### config.mk
export PLATFORM = sky130hd
export DESIGN_NAME = secded_enc
export DESIGN_NICKNAME = d
export VERILOG_FILES = /design/src/hw/ecc_mem_pkg.sv /design/src/hw/secded_enc.sv
export VERILOG_INCLUDE_DIRS = /design/src /design/src/include
export SDC_FILE = /design/constraint.sdc
export NUM_CORES = 1
export LEC_CHECK = 0
export BUFFER_PORTS_ARGS = -buffer_cell sky130_fd_sc_hd__buf_2
export CORE_MARGIN = 2
export CORE_UTILIZATION = 39
export DETAILED_ROUTE_END_ITERATION = 10
export PLACE_DENSITY_LB_ADDON = 0.25
export SLEW_MARGIN = 40
export SYNTH_ARGS = -nofsm -noshare
export SYNTH_HDL_FRONTEND = slang
export SYNTH_SLANG_ARGS = --single-unit
### constraint.sdc
create_clock -name vclk -period 1.7
set_input_delay 0.34 -clock vclk [all_inputs]
set_output_delay 0.34 -clock vclk [all_outputs]
set_load 0.02 [all_outputs]
### src/include/ecc_mem_consts.svh
// Size constants for the ECC memory bank and its 39/32 SECDED code

`ifndef ECC_MEM_CONSTS_SVH
`define ECC_MEM_CONSTS_SVH

// Number of words held in the bank
`define ECC_BANK_WORDS 256

// Word address width
`define ECC_ADDR_W 8

// Client data width
`define ECC_DATA_W 32

// Hsiao check bits per word
`define ECC_PROT_W 7

// Stored codeword width is data plus check bits
`define ECC_CODE_W 39

`endif
### src/hw/ecc_mem_pkg.sv
// Codeword union, error status type and Hsiao column table of the ECC memory

`default_nettype none

`include "ecc_mem_consts.svh"

package ecc_mem_pkg;

  // One stored word seen as raw bits or as check and data fields
  typedef union packed {
    logic [`ECC_CODE_W-1:0] raw;
    struct packed {
      logic [`ECC_PROT_W-1:0] check;
      logic [`ECC_DATA_W-1:0] data;
    } fields;
  } ecc_word_u;

  // Bit 0 flags a correctable error and bit 1 an uncorrectable one
  typedef logic [1:0] ecc_err_t;

  // Data columns of the H matrix
  // Distinct weight-3 vectors taken in ascending order
  function automatic logic [`ECC_DATA_W-1:0][`ECC_PROT_W-1:0] gen_hsiao_cols();
    logic [`ECC_DATA_W-1:0][`ECC_PROT_W-1:0] cols;
    logic [`ECC_PROT_W-1:0]                  cand;
    int unsigned                             n;
    cols = '0;
    n    = 0;
    for (int v = 0; v < (1 << `ECC_PROT_W); v++) begin
      cand = `ECC_PROT_W'(v);
      if ($countones(cand) == 3 && n < `ECC_DATA_W) begin
        cols[n] = cand;
        n       = n + 1;
      end
    end
    return cols;
  endfunction

  // Odd-weight columns keep double errors apart from single ones
  localparam logic [`ECC_DATA_W-1:0][`ECC_PROT_W-1:0] hsiao_cols = gen_hsiao_cols();

endpackage

`default_nettype wire

### src/hw/secded_enc.sv
// Hsiao SECDED encoder forming a 39-bit codeword from a 32-bit data word

`timescale 1ns/1ns
`default_nettype none

`include "ecc_mem_consts.svh"

module secded_enc (
  input  logic [`ECC_DATA_W-1:0] data_i,
  output ecc_mem_pkg::ecc_word_u code_o
);

  import ecc_mem_pkg::*;

  // Check bits before packing
  logic [`ECC_PROT_W-1:0] check;

  always_comb begin
    // One parity sum per matrix row
    for (int i = 0; i < `ECC_PROT_W; i++) begin
      check[i] = 1'b0;
      // Data bit j joins row i when its column has bit i set
      for (int j = 0; j < `ECC_DATA_W; j++) begin
        check[i] = check[i] ^ (data_i[j] & hsiao_cols[j][i]);
      end
    end
  end

  always_comb begin
    // Check bits sit above the data in the codeword
    code_o.fields.check = check;
    code_o.fields.data  = data_i;
  end

endmodule

`default_nettype wire

==> results by group <==
STA
  • Hold Worst Slack: 0.924 ns
  • RSZ-0062 raised after global routing: yes
  • Slew HR: 81.8%
  • Peak Freq: 0.529 GHz
  • Worst Tran Pin Value: 0.271 ns
  • Final WS setup: -0.189 ns
  • Final setup fails: 7
  • Final period utilization: 111%
  • Min Tclk post-route: 1.89 ns
  • Setup_tns: -0.723 ns
  • Hold Fails Final Rpt: 0
  • Fin. max-slew vios: 0

Global routing
  • Grt met1 use: 17.7%
  • First-pass GRT wire length: 2980 um
  • Met2 Use GR: 29.6%
  • Largest net degree at the start of global routing: 4
  • GRT Total Usage: 14.5%
  • Initial antenna violation count: 0
  • Most used routing layer: met2
  • Gr ovfl total: 0
  • Vias in the first global route: 649
  • GR Util met3: 0.282%

Critical path
  • CP endpoint kind: primary output
  • Critical path, cell by cell: buf_6 > xnor3_1 > xnor2_2 > xor3_1 > buf_6
  • Crit start category: input port
  • CP endpoint: code_o[32]
  • CP max FO: 2
  • Critical Path Start: data_i[20]
  • Worst path max stage delay: 0.42 ns
  • Critical path data arrival time: 1.55 ns
  • Cell mode on critical path: buf_6
  • Worst setup path category: in2out
  • Critical Path RT: 1.36 ns
  • Slowest cell on crit path: xnor3_1

Floorplan
  • Std-Cell Rows: 17
  • Die Area: 0.00280 sq mm
  • Die extent in x: 52.9 um
  • Die Y: 52.9 um
  • Num ports: 71
  • Starting Density: 41.8%
  • Core area: 0.00223 sq mm

Run status
  • Status: complete, but fails checks
  • Violated checks: negative setup slack

Power
  • Max VDD drop: 665 uV
  • PD cells: 768 mW/mm^2
  • Leakage power: 0.856 nW

Final layout
  • Sequential standard cell area: 0 sq um
  • Clk_buf instances: 0
  • Filler Cell Count: 178
  • Final nets: 173
  • Synth-to-layout area growth: 65.7%
  • Layout cells sized above 1: 78.4%
  • FF+latch count: 0
  • Commonest non-fill, non-tap cell in the layout: buf_2
  • ANT cells: 0
  • Most frequent cells in the layout: 51 x buf_2, 17 x buf_6, 15 x buf_4
  • Multi-input logic area: 902 sq um

Logic synthesis
  • Synth cell types: 6
  • Synth warn: 0
  • Post-synthesis cell area: 933 sq um
  • Mapped Avg Cell Area: 11.0 sq um
  • Dominant cell type by area after synthesis: xnor3_1
  • Register area share after synthesis: 0%
  • Ranking of synthesized cells by area: xnor3_1 36%, xnor2_1 28%, buf_4 26%, xor2_1 5.6%, xor3_1 2.5%
  • Post-synthesis cell count: 85
  • Syn_nets: 117
  • Synth top area share: 36.2%

Drt
  • DRC viols: 0
  • Post-route ant nets: 0
  • Final wirelength: 2240 um
  • Wirelength per Cell: 13.4 um
  • DR pass1 iterations: 3
  • Via count: 704
  • Via-per-instance ratio: 4.22
  • Detailed Route Iter0 Violations: 9

Placed design
  • Port Buffers: 71
  • RePlAce Congestion: 0.725
  • Pre-CTS WS: -0.200 ns
  • Dpl hpwl: 1700 um

Job
  • Max Cap Viol: 0

Worst hold path
  • HP Class: in2out

Clocking
  • Hold Buf Count CTS: 0
## synth_stat cells
master / instances
xnor3_1: 15
xor2_1: 6
xor3_1: 1
xnor2_2: 1
xnor2_1: 30
buf_4: 32
## worst min-delay path by stage
stage,from,end,slack [ns],cells past startpoint
after floorplan,data_i[0],code_o[0],0.79,1
after global placement,data_i[28],code_o[28],0.94,2
after global routing,data_i[16],code_o[16],0.93,2
final,data_i[22],code_o[22],0.92,2
after detailed placement,data_i[10],code_o[10],0.95,2
after CTS,data_i[16],code_o[16],0.91,2
## where the power goes
part           leakage [nW]  internal, mW  switching [mW]
clock                     0             0               0
combinational         0.856         0.688           0.499
sequential                0             0               0
## worst max-delay path: cells and delay by family
kind                      cells  cell delay, ns
xor gates and xnor gates      3            0.99
buffers and inverters         2            0.22
## metal layers
metal / share of wire, % / up-vias
met5: 0 / -
met4: 0 / 0
met3: 7.1 / 0
met2: 58 / 38
met1: 35 / 317
li1: - / 349
## layout make-up
type               count  area share [%]
repair buffers        86            39.4
well taps             28            2.27
multi-input cells     53            58.3
## logic make-up (layout without fill, tap and decap cells)
| family | count (synthesis) | after routing | share of synthesized area, % |
|---|---|---|---|
| xor+xnor | 53 | 53 | 74.3 |
| buf+inv | 32 | 86 | 25.7 |
## per-stage QoR
stage | power (mW) | utilization [%] | area [sq um] | instances
2_1_floorplan | 0.692 | - | 936 | 85
3_3_place_gp | 0.898 | 52.7 | 1180 | 164
3_5_place_dp | 0.905 | 52.7 | 1180 | 164
4_1_cts | 1.09 | 62.3 | 1390 | 166
5_1_grt | 1.25 | 69.2 | 1550 | 167
6_report | 1.19 | 69.2 | 1550 | 167
## timing repair
action	in CTS	in global routing
pin swaps	9	17
cloned	0	0
setup buffers	2	1
gates resized for setup	37	31
endpoints found under the setup margin	7	7
(Power assumes the default switching activity.)
