### config.mk
export PLATFORM = sky130hd
export DESIGN_NAME = secded_dec
export DESIGN_NICKNAME = d
export VERILOG_FILES = /design/src/hw/ecc_mem_pkg.sv /design/src/hw/secded_dec.sv
export VERILOG_INCLUDE_DIRS = /design/src /design/src/include
export SDC_FILE = /design/constraint.sdc
export NUM_CORES = 1
export LEC_CHECK = 0
export BUFFER_PORTS_ARGS = -buffer_cell sky130_fd_sc_hd__buf_2
export CAP_MARGIN = 20
export CORE_ASPECT_RATIO = 0.6
export CORE_MARGIN = 2
export CORE_UTILIZATION = 44
export DETAILED_ROUTE_END_ITERATION = 10
export PLACE_DENSITY = 0.81
export RECOVER_POWER = 25
export SLEW_MARGIN = 20
export SYNTH_ARGS = -nofsm -noshare
export SYNTH_HDL_FRONTEND = slang
export SYNTH_SLANG_ARGS = --single-unit
### constraint.sdc
create_clock -name vclk -period 2.76
set_clock_uncertainty 0.2 [all_clocks]
set_input_delay 0.276 -clock vclk [all_inputs]
set_output_delay 0.276 -clock vclk [all_outputs]
set_load 0.02 [all_outputs]
### src/include/ecc_mem_consts.svh
// Size constants for the ECC memory bank and its 39/32 SECDED code

`ifndef ECC_MEM_CONSTS_SVH
`define ECC_MEM_CONSTS_SVH

// Number of words held in the bank
`define ECC_BANK_WORDS 256

// Word address width
`define ECC_ADDR_W 8

// Client data width
`define ECC_DATA_W 32

// Hsiao check bits per word
`define ECC_PROT_W 7

// Stored codeword width is data plus check bits
`define ECC_CODE_W 39

`endif
### src/hw/ecc_mem_pkg.sv
// Codeword union, error status type and Hsiao column table of the ECC memory

`default_nettype none

`include "ecc_mem_consts.svh"

package ecc_mem_pkg;

  // One stored word seen as raw bits or as check and data fields
  typedef union packed {
    logic [`ECC_CODE_W-1:0] raw;
    struct packed {
      logic [`ECC_PROT_W-1:0] check;
      logic [`ECC_DATA_W-1:0] data;
    } fields;
  } ecc_word_u;

  // Bit 0 flags a correctable error and bit 1 an uncorrectable one
  typedef logic [1:0] ecc_err_t;

  // Data columns of the H matrix
  // Distinct weight-3 vectors taken in ascending order
  function automatic logic [`ECC_DATA_W-1:0][`ECC_PROT_W-1:0] gen_hsiao_cols();
    logic [`ECC_DATA_W-1:0][`ECC_PROT_W-1:0] cols;
    logic [`ECC_PROT_W-1:0]                  cand;
    int unsigned                             n;
    cols = '0;
    n    = 0;
    for (int v = 0; v < (1 << `ECC_PROT_W); v++) begin
      cand = `ECC_PROT_W'(v);
      if ($countones(cand) == 3 && n < `ECC_DATA_W) begin
        cols[n] = cand;
        n       = n + 1;
      end
    end
    return cols;
  endfunction

  // Odd-weight columns keep double errors apart from single ones
  localparam logic [`ECC_DATA_W-1:0][`ECC_PROT_W-1:0] hsiao_cols = gen_hsiao_cols();

endpackage

`default_nettype wire

### src/hw/secded_dec.sv
// Hsiao SECDED decoder with syndrome, single-bit correction and error flags

`timescale 1ns/1ns
`default_nettype none

`include "ecc_mem_consts.svh"

module secded_dec (
  input  ecc_mem_pkg::ecc_word_u code_i,
  output ecc_mem_pkg::ecc_word_u code_o,
  output logic [`ECC_DATA_W-1:0] data_o,
  output ecc_mem_pkg::ecc_err_t  err_o
);

  import ecc_mem_pkg::*;

  // Syndrome over the whole raw codeword
  logic [`ECC_PROT_W-1:0] syndrome;
  // One-hot position of the bit to repair
  logic [`ECC_CODE_W-1:0] flip;
  // Syndrome matched a column
  logic                   hit;
  // Codeword after repair
  ecc_word_u              corrected;

  // H matrix column of codeword bit k
  // Check bits carry unit columns
  function automatic logic [`ECC_PROT_W-1:0] code_col(int unsigned k);
    if (k < `ECC_DATA_W) begin
      return hsiao_cols[k];
    end
    return `ECC_PROT_W'(1) << (k - `ECC_DATA_W);
  endfunction

  always_comb begin
    // Sum the columns of all set bits
    syndrome = '0;
    for (int unsigned k = 0; k < `ECC_CODE_W; k++) begin
      if (code_i.raw[k]) begin
        syndrome = syndrome ^ code_col(k);
      end
    end
  end

  always_comb begin
    // Zero syndrome matches no column so a clean word passes untouched
    for (int unsigned k = 0; k < `ECC_CODE_W; k++) begin
      flip[k] = (syndrome == code_col(k));
    end
  end

  assign hit = |flip;

  // Repair on the raw view
  assign corrected.raw = code_i.raw ^ flip;

  assign code_o = corrected;

  // Data field of the repaired word
  assign data_o = corrected.fields.data;

  // Nonzero syndrome off every column means two or more flipped bits
  assign err_o[0] = hit;
  assign err_o[1] = (syndrome != '0) && !hit;

endmodule

`default_nettype wire

==> run_results.csv, run 1 <==
group,metric,value,unit
outcome,error_message,"[ERROR DPL-0033] detailed placement checks failed during check placement.",
logic_synthesis,synth_nets,312,
floorplan,num_rows,19,
logic_synthesis,seq_area_frac_synth,0,
floorplan,ios,112,
logic_synthesis,synth.most_common_cell,"xnor2_1",
logic_synthesis,yosysWarnings,0,
logic_synthesis,syn_area,2190,sq um
placed_design,numPortBuffers,112,
logic_synthesis,yosysTopAreaCellShare,0.333,
clock_tree,postCtsHoldBufs,0,
floorplan,die_h,58.6,um
placed_design,dp_hpwl,7690,um
floorplan,dieWidth,95.0,um
outcome,lastStage,"clock tree synthesis",
logic_synthesis,synth_common_cells,"xnor2_1 (83), nand2_1 (50), buf_4 (35)",
logic_synthesis,synth_top_area_cell,"xnor2_1",
logic_synthesis,syn_area_per_cell,8.01,sq um
placed_design,gp_congestion,1.03,
outcome,status,"did not finish",
clock_tree,cts_resized,192,
logic_synthesis,synth_area_leaders,"xnor2_1 (33%), xnor3_1 (12%), buf_4 (12%)",
placed_design,dpl_cell_area,3730,sq um
clock_tree,cts_setup_buffers,21,
logic_synthesis,yosysUniqueCellTypes,43,
logic_synthesis,syn_inst,273,
placed_design,place_ws,-0.692,ns
floorplan,start_util,0.467,
==> cells by family after synthesis <==
group / Yosys count / synth area share
buf+inv: 41 / 0.139
compound gates: 17 / 0.0698
simple gates: 102 / 0.223
mux: 1 / 0.00515
xor+xnor: 112 / 0.563
==> metrics by stage <==
stage / util / setup TNS, ns / cells
after floorplan: - / -2.74 / 273
after global placement: 0.797 / -28.69 / 501
after detailed placement: 0.797 / -30.08 / 501
==> run 2, diff against run 1 <==
CORE_ASPECT_RATIO = default   (was 0.6)
CORE_UTILIZATION = 40   (was 44)
PLACE_DENSITY = default   (was 0.81)
PLACE_DENSITY_LB_ADDON = 0.15   (was default)
clock period = 3.6 ns   (was 2.76 ns; I/O delays follow)
==> run_results.csv, run 2 <==
group,metric,value,unit
placed_design,dp_hpwl,6300,um
sta,rsz0062_at_grt,"yes",
worst_hold_path,hold_class,"in -> out",
routing,vias_per_cell,4.76,
final_layout,final_common_cell,"buf_2",
sta,fin_ws,0.0564,ns
logic_synthesis,yosysUniqueCellTypes,43,
logic_synthesis,yosysTopAreaCellShare,0.333,
logic_synthesis,synth_area_leaders,"xnor2_1 (33%), xnor3_1 (12%), buf_4 (12%)",
sta,setup_viol,0,
routing,first_pass_iters,5,
worst_setup_path,required,3.04,ns
sta,post-route-min-period,3.54,ns
floorplan,die_h,77.9,um
worst_setup_path,cp_cell_sequence,"buf_2, xor2_2, buf_4, xnor2_2, xnor3_2, buf_4, buf_4, or3_4, a221oi_4, a211o_1, nor4_4, and4_1, buf_6",
logic_synthesis,syn_inst,273,
final_layout,diodes,0,
sta,fin_crit_sh,0.984,
logic_synthesis,seq_area_frac_synth,0,
floorplan,start_util,0.420,
final_layout,multiInputGateArea,2210,sq um
worst_setup_path,critPathKind,"in -> out",
sta,hold_violations,0,
outcome,status,"finished clean",
flow_run,maxCapViolCount,0,
logic_synthesis,yosysWarnings,0,
final_layout,nFlopsAndLatches,0,
final_layout,nClkBuffers,0,
worst_setup_path,cp_max_fo,4,
global_routing,grt_first_pass_wirelength,11600,um
global_routing,grt.overflow.total,0,
sta,fmax,0.282,GHz
final_layout,seqCellArea,0,sq um
logic_synthesis,syn_area,2190,sq um
final_layout,fillers,449,
placed_design,numPortBuffers,112,
sta,fin_setup_tns,0,ns
routing,vias,2332,
power_and_ir_drop,leakage,1.68,nW
floorplan,ios,112,
worst_setup_path,cp_data_arrival_time,2.98,ns
routing,wire_per_inst,16.1,um
final_layout,post-route-util,0.680,
final_layout,nets,461,
global_routing,grt_max_degree,12,
worst_setup_path,cp_num_buf_inv,5,
worst_setup_path,critPathSlowestCell,"xnor3_2",
final_layout,fin_cells,490,
worst_setup_path,cp_slowest_stage_delay,0.50,ns
sta,report.final.slew_viol_count,0,
placed_design,place_ws,-0.0800,ns
floorplan,dieWidth,77.9,um
logic_synthesis,synth_common_cells,"xnor2_1 (83), nand2_1 (50), buf_4 (35)",
global_routing,grt_pass1_vias,2149,
logic_synthesis,synth.most_common_cell,"xnor2_1",
worst_setup_path,cp_top_family,"XOR/XNOR gates",
sta,tightest_slew,0.382,ns
power_and_ir_drop,power.density,831,nW/um^2
clock_tree,postCtsHoldBufs,0,
logic_synthesis,synth_top_area_cell,"xnor2_1",
routing,drtAntennaViolNets,0,
power_and_ir_drop,power.total,2.94,mW
power_and_ir_drop,vdd_drop_max,0.714,mV
final_layout,drive_above_1_share,0.567,
floorplan,num_rows,26,
sta,slew_headroom,0.744,
final_layout,layout_common_cells,"buf_2 (105), buf_4 (68), xnor2_1 (67)",
worst_setup_path,startpoint_type,"input pin",
floorplan,dieArea,6070,sq um
placed_design,gp_congestion,0.874,
final_layout,areaGrowthSynthToFinish,61.8,%
placed_design,dp.cells,474,
worst_setup_path,worstSetupEndpointType,"output port",
logic_synthesis,synth_nets,312,
routing,wirelength,7900,um
floorplan,coreArea,5200,sq um
worst_setup_path,crit_top_cell,"buf_4",
logic_synthesis,syn_area_per_cell,8.01,sq um
routing,drt_iter0_drc,102,
global_routing,grt_use_total,0.239,
routing,drc_errors,0,
global_routing,antenna_found_initial,0,
-- run 2: cell counts after synthesis --
Identical to the previous run, type by type.
-- run 2: logic make-up after synthesis --
family | after synthesis | synth area share
multiplexers | 1 | 0.00515
XOR/XNOR | 112 | 0.563
buffers and inverters | 41 | 0.139
AND/OR/NAND/NOR | 102 | 0.223
AO/OA/AOI/OAI | 17 | 0.0698
-- run 2: metrics by stage --
step / hold slack [ns] / cell area, sq um
final: 0.842 / 3540
after global routing: 0.856 / 3540
after CTS: 0.840 / 3050
after detailed placement: 0.834 / 3010
after global placement: 0.835 / 3010
after floorplan: 0.662 / 2190
-- run 2: layer usage --
layer  GRT usage  wire length, um  vias up
met1       0.342             3410     1047
met4      0.0211              150        0
met5           0                0        -
met3      0.0140              613       10
li1            -                -     1153
met2       0.411             3720      122
-- run 2: tightest hold or removal path: stages --
cell	delay, ns
buf_2	0.10
xnor2_1	0.07
buf_2	0.15
-- run 2: final timing paths --
path	start	to	cells past startpoint	slack (ns)
max	code_i[6]	err_o[1]	13	0.06
min	code_i[36]	code_o[36]	3	0.84
-- run 2: area by class of cell --
cell class,count,share of cell area
inverter,1,0.00106
tap,70,0.0248
timing repair buffer,187,0.349
multi-input combinational,232,0.625
-- run 2: repair_timing --
item	in CTS	in global routing
setup endpoints to repair	3	14
pin swaps	3	24
setup buffers	0	16
gates cloned	0	0
gates resized for setup	6	65
-- run 2: where the power goes --
group	switching, mW	internal [mW]
Combinational	1.50	1.43
Clock	0	0
Sequential	0	0
Note: power is estimated with default switching activity, not from simulation.
