### config.mk
export PLATFORM = sky130hd
export DESIGN_NAME = ecc_scrubber
export DESIGN_NICKNAME = d
export VERILOG_FILES = /design/src/hw/ecc_mem_pkg.sv /design/src/hw/ecc_scrubber.sv /design/src/hw/secded_dec.sv
export VERILOG_INCLUDE_DIRS = /design/src /design/src/include
export SDC_FILE = /design/constraint.sdc
export NUM_CORES = 1
export LEC_CHECK = 0
export BUFFER_PORTS_ARGS = -buffer_cell sky130_fd_sc_hd__buf_4
export CAP_MARGIN = 10
export CELL_PAD_IN_SITES_DETAIL_PLACEMENT = 0
export CELL_PAD_IN_SITES_GLOBAL_PLACEMENT = 1
export CORE_MARGIN = 1
export CORE_UTILIZATION = 39
export DETAILED_ROUTE_END_ITERATION = 12
export GPL_ROUTABILITY_DRIVEN = 0
export GPL_TIMING_DRIVEN = 0
export PLACE_DENSITY = 0.88
export SLEW_MARGIN = 20
export SYNTH_ARGS = -nofsm -noshare
export SYNTH_HDL_FRONTEND = slang
export SYNTH_HIERARCHICAL = 1
export SYNTH_SLANG_ARGS = --single-unit
### constraint.sdc
create_clock -name clk_i -period 5.8 [get_ports clk_i]
set_input_delay 0.58 -clock clk_i [delete_from_list [all_inputs] [get_ports clk_i]]
set_output_delay 0.58 -clock clk_i [all_outputs]
set_load 0.02 [all_outputs]
### src/include/ecc_mem_consts.svh
// Size constants for the ECC memory bank and its 39/32 SECDED code

`ifndef ECC_MEM_CONSTS_SVH
`define ECC_MEM_CONSTS_SVH

// Number of words held in the bank
`define ECC_BANK_WORDS 256

// Word address width
`define ECC_ADDR_W 8

// Client data width
`define ECC_DATA_W 32

// Hsiao check bits per word
`define ECC_PROT_W 7

// Stored codeword width is data plus check bits
`define ECC_CODE_W 39

`endif
### src/hw/ecc_mem_pkg.sv
// Codeword union, error status type and Hsiao column table of the ECC memory

`default_nettype none

`include "ecc_mem_consts.svh"

package ecc_mem_pkg;

  // One stored word seen as raw bits or as check and data fields
  typedef union packed {
    logic [`ECC_CODE_W-1:0] raw;
    struct packed {
      logic [`ECC_PROT_W-1:0] check;
      logic [`ECC_DATA_W-1:0] data;
    } fields;
  } ecc_word_u;

  // Bit 0 flags a correctable error and bit 1 an uncorrectable one
  typedef logic [1:0] ecc_err_t;

  // Data columns of the H matrix
  // Distinct weight-3 vectors taken in ascending order
  function automatic logic [`ECC_DATA_W-1:0][`ECC_PROT_W-1:0] gen_hsiao_cols();
    logic [`ECC_DATA_W-1:0][`ECC_PROT_W-1:0] cols;
    logic [`ECC_PROT_W-1:0]                  cand;
    int unsigned                             n;
    cols = '0;
    n    = 0;
    for (int v = 0; v < (1 << `ECC_PROT_W); v++) begin
      cand = `ECC_PROT_W'(v);
      if ($countones(cand) == 3 && n < `ECC_DATA_W) begin
        cols[n] = cand;
        n       = n + 1;
      end
    end
    return cols;
  endfunction

  // Odd-weight columns keep double errors apart from single ones
  localparam logic [`ECC_DATA_W-1:0][`ECC_PROT_W-1:0] hsiao_cols = gen_hsiao_cols();

endpackage

`default_nettype wire

### src/hw/ecc_scrubber.sv
// Background scrub FSM with its decoder and client-first bank arbitration

`timescale 1ns/1ns
`default_nettype none

`include "ecc_mem_consts.svh"

module ecc_scrubber (
  input  logic                   clk_i,
  input  logic                   rst_ni,

  // Scrub control and result pulses
  input  logic                   scrub_en_i,
  output logic                   corrected_o,
  output logic                   uncorrectable_o,

  // Client side of the bank
  input  logic                   intc_req_i,
  input  logic                   intc_we_i,
  input  logic [`ECC_ADDR_W-1:0] intc_addr_i,
  input  ecc_mem_pkg::ecc_word_u intc_wdata_i,

  // Bank side
  output logic                   bank_req_o,
  output logic                   bank_we_o,
  output logic [`ECC_ADDR_W-1:0] bank_addr_o,
  output ecc_mem_pkg::ecc_word_u bank_wdata_o,
  input  ecc_mem_pkg::ecc_word_u bank_rdata_i
);

  import ecc_mem_pkg::*;

  // FSM encoding
  localparam logic [1:0] st_idle  = 2'd0;
  localparam logic [1:0] st_read  = 2'd1;
  localparam logic [1:0] st_write = 2'd2;

  // Last address before wrapping
  localparam logic [`ECC_ADDR_W-1:0] addr_last = `ECC_ADDR_W'(`ECC_BANK_WORDS - 1);

  logic [1:0]             state_d;
  logic [1:0]             state_q;
  logic [`ECC_ADDR_W-1:0] working_addr_d;
  logic [`ECC_ADDR_W-1:0] working_addr_q;
  logic [`ECC_ADDR_W-1:0] addr_next;

  // Bank access wanted by the scrubber
  logic                   scrub_req;
  logic                   scrub_we;

  // Scrubber owns the bank this cycle
  logic                   scrub_active;

  // Decoded scrub word
  ecc_word_u              scrub_fix;
  ecc_err_t               scrub_err;

  // Repairs the word read in the Read state
  secded_dec scrub_dec_i (
    .code_i (bank_rdata_i),
    .code_o (scrub_fix),
    .data_o (),
    .err_o  (scrub_err)
  );

  // Next address modulo bank size
  assign addr_next = (working_addr_q == addr_last) ? '0 : working_addr_q + 1'b1;

  // Client wins whenever it requests
  assign scrub_active = ((state_q == st_read) || (state_q == st_write)) && !intc_req_i;

  always_comb begin
    // Client drives the bank by default
    bank_req_o   = intc_req_i;
    bank_we_o    = intc_we_i;
    bank_addr_o  = intc_addr_i;
    bank_wdata_o = intc_wdata_i;
    if (scrub_active) begin
      bank_req_o   = scrub_req;
      bank_we_o    = scrub_we;
      bank_addr_o  = working_addr_q;
      bank_wdata_o = scrub_fix;
    end
  end

  always_comb begin
    state_d         = state_q;
    working_addr_d  = working_addr_q;
    scrub_req       = 1'b0;
    scrub_we        = 1'b0;
    corrected_o     = 1'b0;
    uncorrectable_o = 1'b0;
    case (state_q)
      st_idle: begin
        if (scrub_en_i) begin
          state_d = st_read;
        end
      end
      st_read: begin
        // Read only goes out on a cycle the client leaves free
        scrub_req = 1'b1;
        if (!intc_req_i) begin
          state_d = st_write;
        end
      end
      st_write: begin
        if (scrub_err[0]) begin
          // Write back the repaired codeword
          scrub_req = 1'b1;
          scrub_we  = 1'b1;
          if (intc_req_i) begin
            // Slot taken so re-read in case the client changed the word
            state_d = st_read;
          end else begin
            corrected_o    = 1'b1;
            working_addr_d = addr_next;
            state_d        = st_idle;
          end
        end else begin
          // Clean or beyond repair so just move on
          uncorrectable_o = scrub_err[1];
          working_addr_d  = addr_next;
          state_d         = st_idle;
        end
      end
      default: begin
        state_d = st_idle;
      end
    endcase
  end

  always_ff @(posedge clk_i or negedge rst_ni) begin
    if (!rst_ni) begin
      state_q        <= st_idle;
      working_addr_q <= '0;
    end else begin
      state_q        <= state_d;
      working_addr_q <= working_addr_d;
    end
  end

  // Client access reaches the bank unchanged so no scrub write lands under it
  a_scrub_write_no_client: assert property (@(posedge clk_i) disable iff (!rst_ni)
    intc_req_i |-> bank_req_o && (bank_we_o == intc_we_i) && (bank_addr_o == intc_addr_i)
                   && (bank_wdata_o == intc_wdata_i));

  // Decoder flags must stay exclusive
  a_pulse_exclusive: assert property (@(posedge clk_i) disable iff (!rst_ni)
    !(corrected_o && uncorrectable_o));

  // Working address never leaves the bank
  a_addr_in_range: assert property (@(posedge clk_i) disable iff (!rst_ni)
    working_addr_q < `ECC_BANK_WORDS);

endmodule

`default_nettype wire

### src/hw/secded_dec.sv
// Hsiao SECDED decoder with syndrome, single-bit correction and error flags

`timescale 1ns/1ns
`default_nettype none

`include "ecc_mem_consts.svh"

module secded_dec (
  input  ecc_mem_pkg::ecc_word_u code_i,
  output ecc_mem_pkg::ecc_word_u code_o,
  output logic [`ECC_DATA_W-1:0] data_o,
  output ecc_mem_pkg::ecc_err_t  err_o
);

  import ecc_mem_pkg::*;

  // Syndrome over the whole raw codeword
  logic [`ECC_PROT_W-1:0] syndrome;
  // One-hot position of the bit to repair
  logic [`ECC_CODE_W-1:0] flip;
  // Syndrome matched a column
  logic                   hit;
  // Codeword after repair
  ecc_word_u              corrected;

  // H matrix column of codeword bit k
  // Check bits carry unit columns
  function automatic logic [`ECC_PROT_W-1:0] code_col(int unsigned k);
    if (k < `ECC_DATA_W) begin
      return hsiao_cols[k];
    end
    return `ECC_PROT_W'(1) << (k - `ECC_DATA_W);
  endfunction

  always_comb begin
    // Sum the columns of all set bits
    syndrome = '0;
    for (int unsigned k = 0; k < `ECC_CODE_W; k++) begin
      if (code_i.raw[k]) begin
        syndrome = syndrome ^ code_col(k);
      end
    end
  end

  always_comb begin
    // Zero syndrome matches no column so a clean word passes untouched
    for (int unsigned k = 0; k < `ECC_CODE_W; k++) begin
      flip[k] = (syndrome == code_col(k));
    end
  end

  assign hit = |flip;

  // Repair on the raw view
  assign corrected.raw = code_i.raw ^ flip;

  assign code_o = corrected;

  // Data field of the repaired word
  assign data_o = corrected.fields.data;

  // Nonzero syndrome off every column means two or more flipped bits
  assign err_o[0] = hit;
  assign err_o[1] = (syndrome != '0) && !hit;

endmodule

`default_nettype wire

==> summary.txt <==
DETAILED ROUTING
----------------------------------------------------------------------------------------
Total via count after detailed routing                                             3,195
Post-detailed-route via-to-cell ratio                                               5.25
DRC errors left                                                                        0
First-pass iteration count of the detailed router                                      5
Antenna violation net count after detailed routing                                     0
Total wire length                                                                10.3 mm
Iteration-0 DRC Markers                                                              161
Wirelength per Cell                                                              16.9 um

GLOBAL ROUTING
----------------------------------------------------------------------------------------
First-pass GRT wire length                                                       15.4 mm
Pin count of the biggest net entering global routing                                  11
Number of antenna violations at the first check in global routing                      0
Fraction of met1 tracks used by global routing                                     31.5%
Busiest layer in global routing                                                     met2
Via count of the first global-routing pass                                         3,000
Met3 track demand over resource                                                    2.87%
GR Layer Usage met2                                                                39.9%
Remaining Overflow, GRT                                                                0
Total routing usage reported by global routing                                     23.2%

CTS
----------------------------------------------------------------------------------------
Count of H-tree levels built during CTS                                                1
Clock tree root driver cell                                                 sky130_fd_sc_hd__clkbuf_8
TritonCTS clock tree                                                                done
Clock sink count                                                                      10
Num CTS Buffers                                                                        3
Clock insertion delay at the later pin of the skew report                         250 ps
Cells resized by post-CTS repair                                                       0
Clock-pin slew on the worst setup and hold paths                                   60 ps
Worst-case clock buffer depth                                                          2
Number of buffers inserted by post-CTS setup repair                                    0
Hold_buf cts                                                                           0

DIE
----------------------------------------------------------------------------------------
Die width                                                                        92.7 um
Total die area                                                              0.00859 mm^2
Core area                                                                   0.00785 mm^2
Site row count                                                                        32
Top Ports                                                                            142
Die outline height                                                               92.7 um
Initial core utilization                                                           40.9%

CRITICAL PATH
----------------------------------------------------------------------------------------
Dominant cell type by count on the critical path                            sky130_fd_sc_hd__buf_4
Critical path origin                                                        bank_rdata_i[0]
Origin of the critical flop-to-flop path                                      state_q[0]
Critical Path Source Type                                                      input pin
Cells along the critical path                                               buf_4 > xnor2_1 > xor2_1 > xnor3_1 > xor2_1 > buf_2 > nor3_1 > nand2_1 > nand4_1 > nor4_2 > nand3_1 > buf_4 > nand2_1 > nand2b_1 > a21o_1 > buf_4
Worst path max stage delay                                                        470 ps
Slowest CP cell                                                             sky130_fd_sc_hd__xnor3_1
Critical Path End Type                                                        output pin
Data arrival, critical path                                                      3930 ps
Slack of the worst reg-to-reg path                                               4130 ps
Type of the worst setup path                                                input pin to output pin
CP required                                                                      5220 ps
Endpoint of the worst register-to-register path                             working_addr_q[2]
Maximum net fanout on the critical path                                               10
Logic depth of the worst register-to-register path                                     5

HOLD PATH
----------------------------------------------------------------------------------------
Hold/Removal Path Class                                                     input pin to asynchronous set/reset pin

FINISH
----------------------------------------------------------------------------------------
Net total in the final layout                                                        605
Area grow syn2layout                                                               38.7%
Final cell utilization of the core                                                 56.7%
Diodes inserted                                                                        0
Most frequent cells in the layout                                           sky130_fd_sc_hd__buf_4, sky130_fd_sc_hd__xnor2_1, sky130_fd_sc_hd__nand2_1
Most common cell after layout, fill and taps aside                          sky130_fd_sc_hd__buf_4
Post-layout instance count excluding filler cells                                    608
Share of cells above drive strength 1                                              44.7%
Number of fillers in the final layout                                                725

STA
----------------------------------------------------------------------------------------
Clock skew after layout                                                          5.69 ps
Worst-case headroom to the max-slew limit                                          49.4%
Number of hold violations in the final report                                          0
Actual transition at the worst max-transition pin                                 753 ps
Final Max Tran Viols                                                                   0
Hold slack                                                                        157 ps
Highest clock frequency the design can meet                                      222 MHz
Minimum period implied by the final worst setup slack                            4510 ps
Setup Total Neg Slack                                                               0 ps
Setup violators final                                                                  0
Setup repair after global routing missed its margin                                false
Portion of the clock cycle consumed by the worst path in the final layout          77.7%

YOSYS
----------------------------------------------------------------------------------------
Netlist Area Pre-Place                                                      0.00321 mm^2
Synthesized net count                                                                459
Mean area per synthesized cell                                                 8.89 um^2
Synthesis Warnings                                                                     6
Synth Instances                                                                      361

PLACEMENT
----------------------------------------------------------------------------------------
Count of buffers inserted at the top-level ports                                     141
HPWL after detailed placement                                                    8.50 mm
Number of cells after detailed placement                                             604

POWER
----------------------------------------------------------------------------------------
Pwr Density                                                                  436 mW/mm^2
Highest ir drop seen on vdd                                                   0.000222 V
Leakage dissipation                                                              2.01 nW

FLOW RUN
----------------------------------------------------------------------------------------
Max Cap Viol                                                                           0

RUN STATUS
----------------------------------------------------------------------------------------
Result of the run                                                           complete, no violations

[layout make-up]
type / instances / area [um^2] / share of cell area (%)
well taps: 102 / 128 / 2.87
repair buffers: 141 / 1060 / 23.8
flip-flops and latches: 10 / 250 / 5.62
multi-input cells: 334 / 2830 / 63.6
clock buffers: 4 / 55.1 / 1.24
inverters: 4 / 15.0 / 0.337
plain buffers: 13 / 114 / 2.56
[per-layer routing]
| layer | part of all wire, % | wire, um | up-vias |
|---|---|---|---|
| li1 | - | - | 1526 |
| met1 | 43 | 4410 | 1507 |
| met2 | 48 | 4960 | 149 |
| met3 | 7.9 | 817 | 13 |
| met4 | 1.1 | 116 | 0 |
| met5 | 0 | 0 | - |
[per-stage QoR]
stage          worst slack, ps  instance area, um^2  total power, W
6_report                  1290                 4450         0.00194
5_1_grt                   1060                 4450         0.00206
4_1_cts                   1340                 4450         0.00192
3_5_place_dp              1360                 4390         0.00182
3_3_place_gp              1370                 4390         0.00180
2_1_floorplan             1840                 3210         0.00136
[report_power, final]
part	switching (W)	total, W	leakage [nW]	internal [W]
Sequential	0.0000269	0.000115	0.132	0.0000883
Clock	0.0000340	0.0000941	0.0288	0.0000601
Combinational	0.000967	0.00173	1.85	0.000762
Total	0.00103	0.00194	2.01	0.000911
[worst max-delay path: cells and delay by family]
kind / cells / cell delay (ps)
buffers and inverters: 4 / 760
AND/OR/NAND/NOR: 7 / 1140
AO/OA/AOI/OAI: 1 / 170
XOR/XNOR: 4 / 1270
[worst max-delay path by stage]
stage	to	slack, ps
after global routing	bank_req_o	1060
after CTS	bank_req_o	1340
final	bank_req_o	1290
after global placement	bank_req_o	1370
after detailed placement	bank_req_o	1360
after floorplan	bank_we_o	1840
[registers in the layout, summed over array words and instances (netlist names)]
signal	count
state_q	2
working_addr_q	8
No activity file was read; power rests on OpenSTA's default activity.
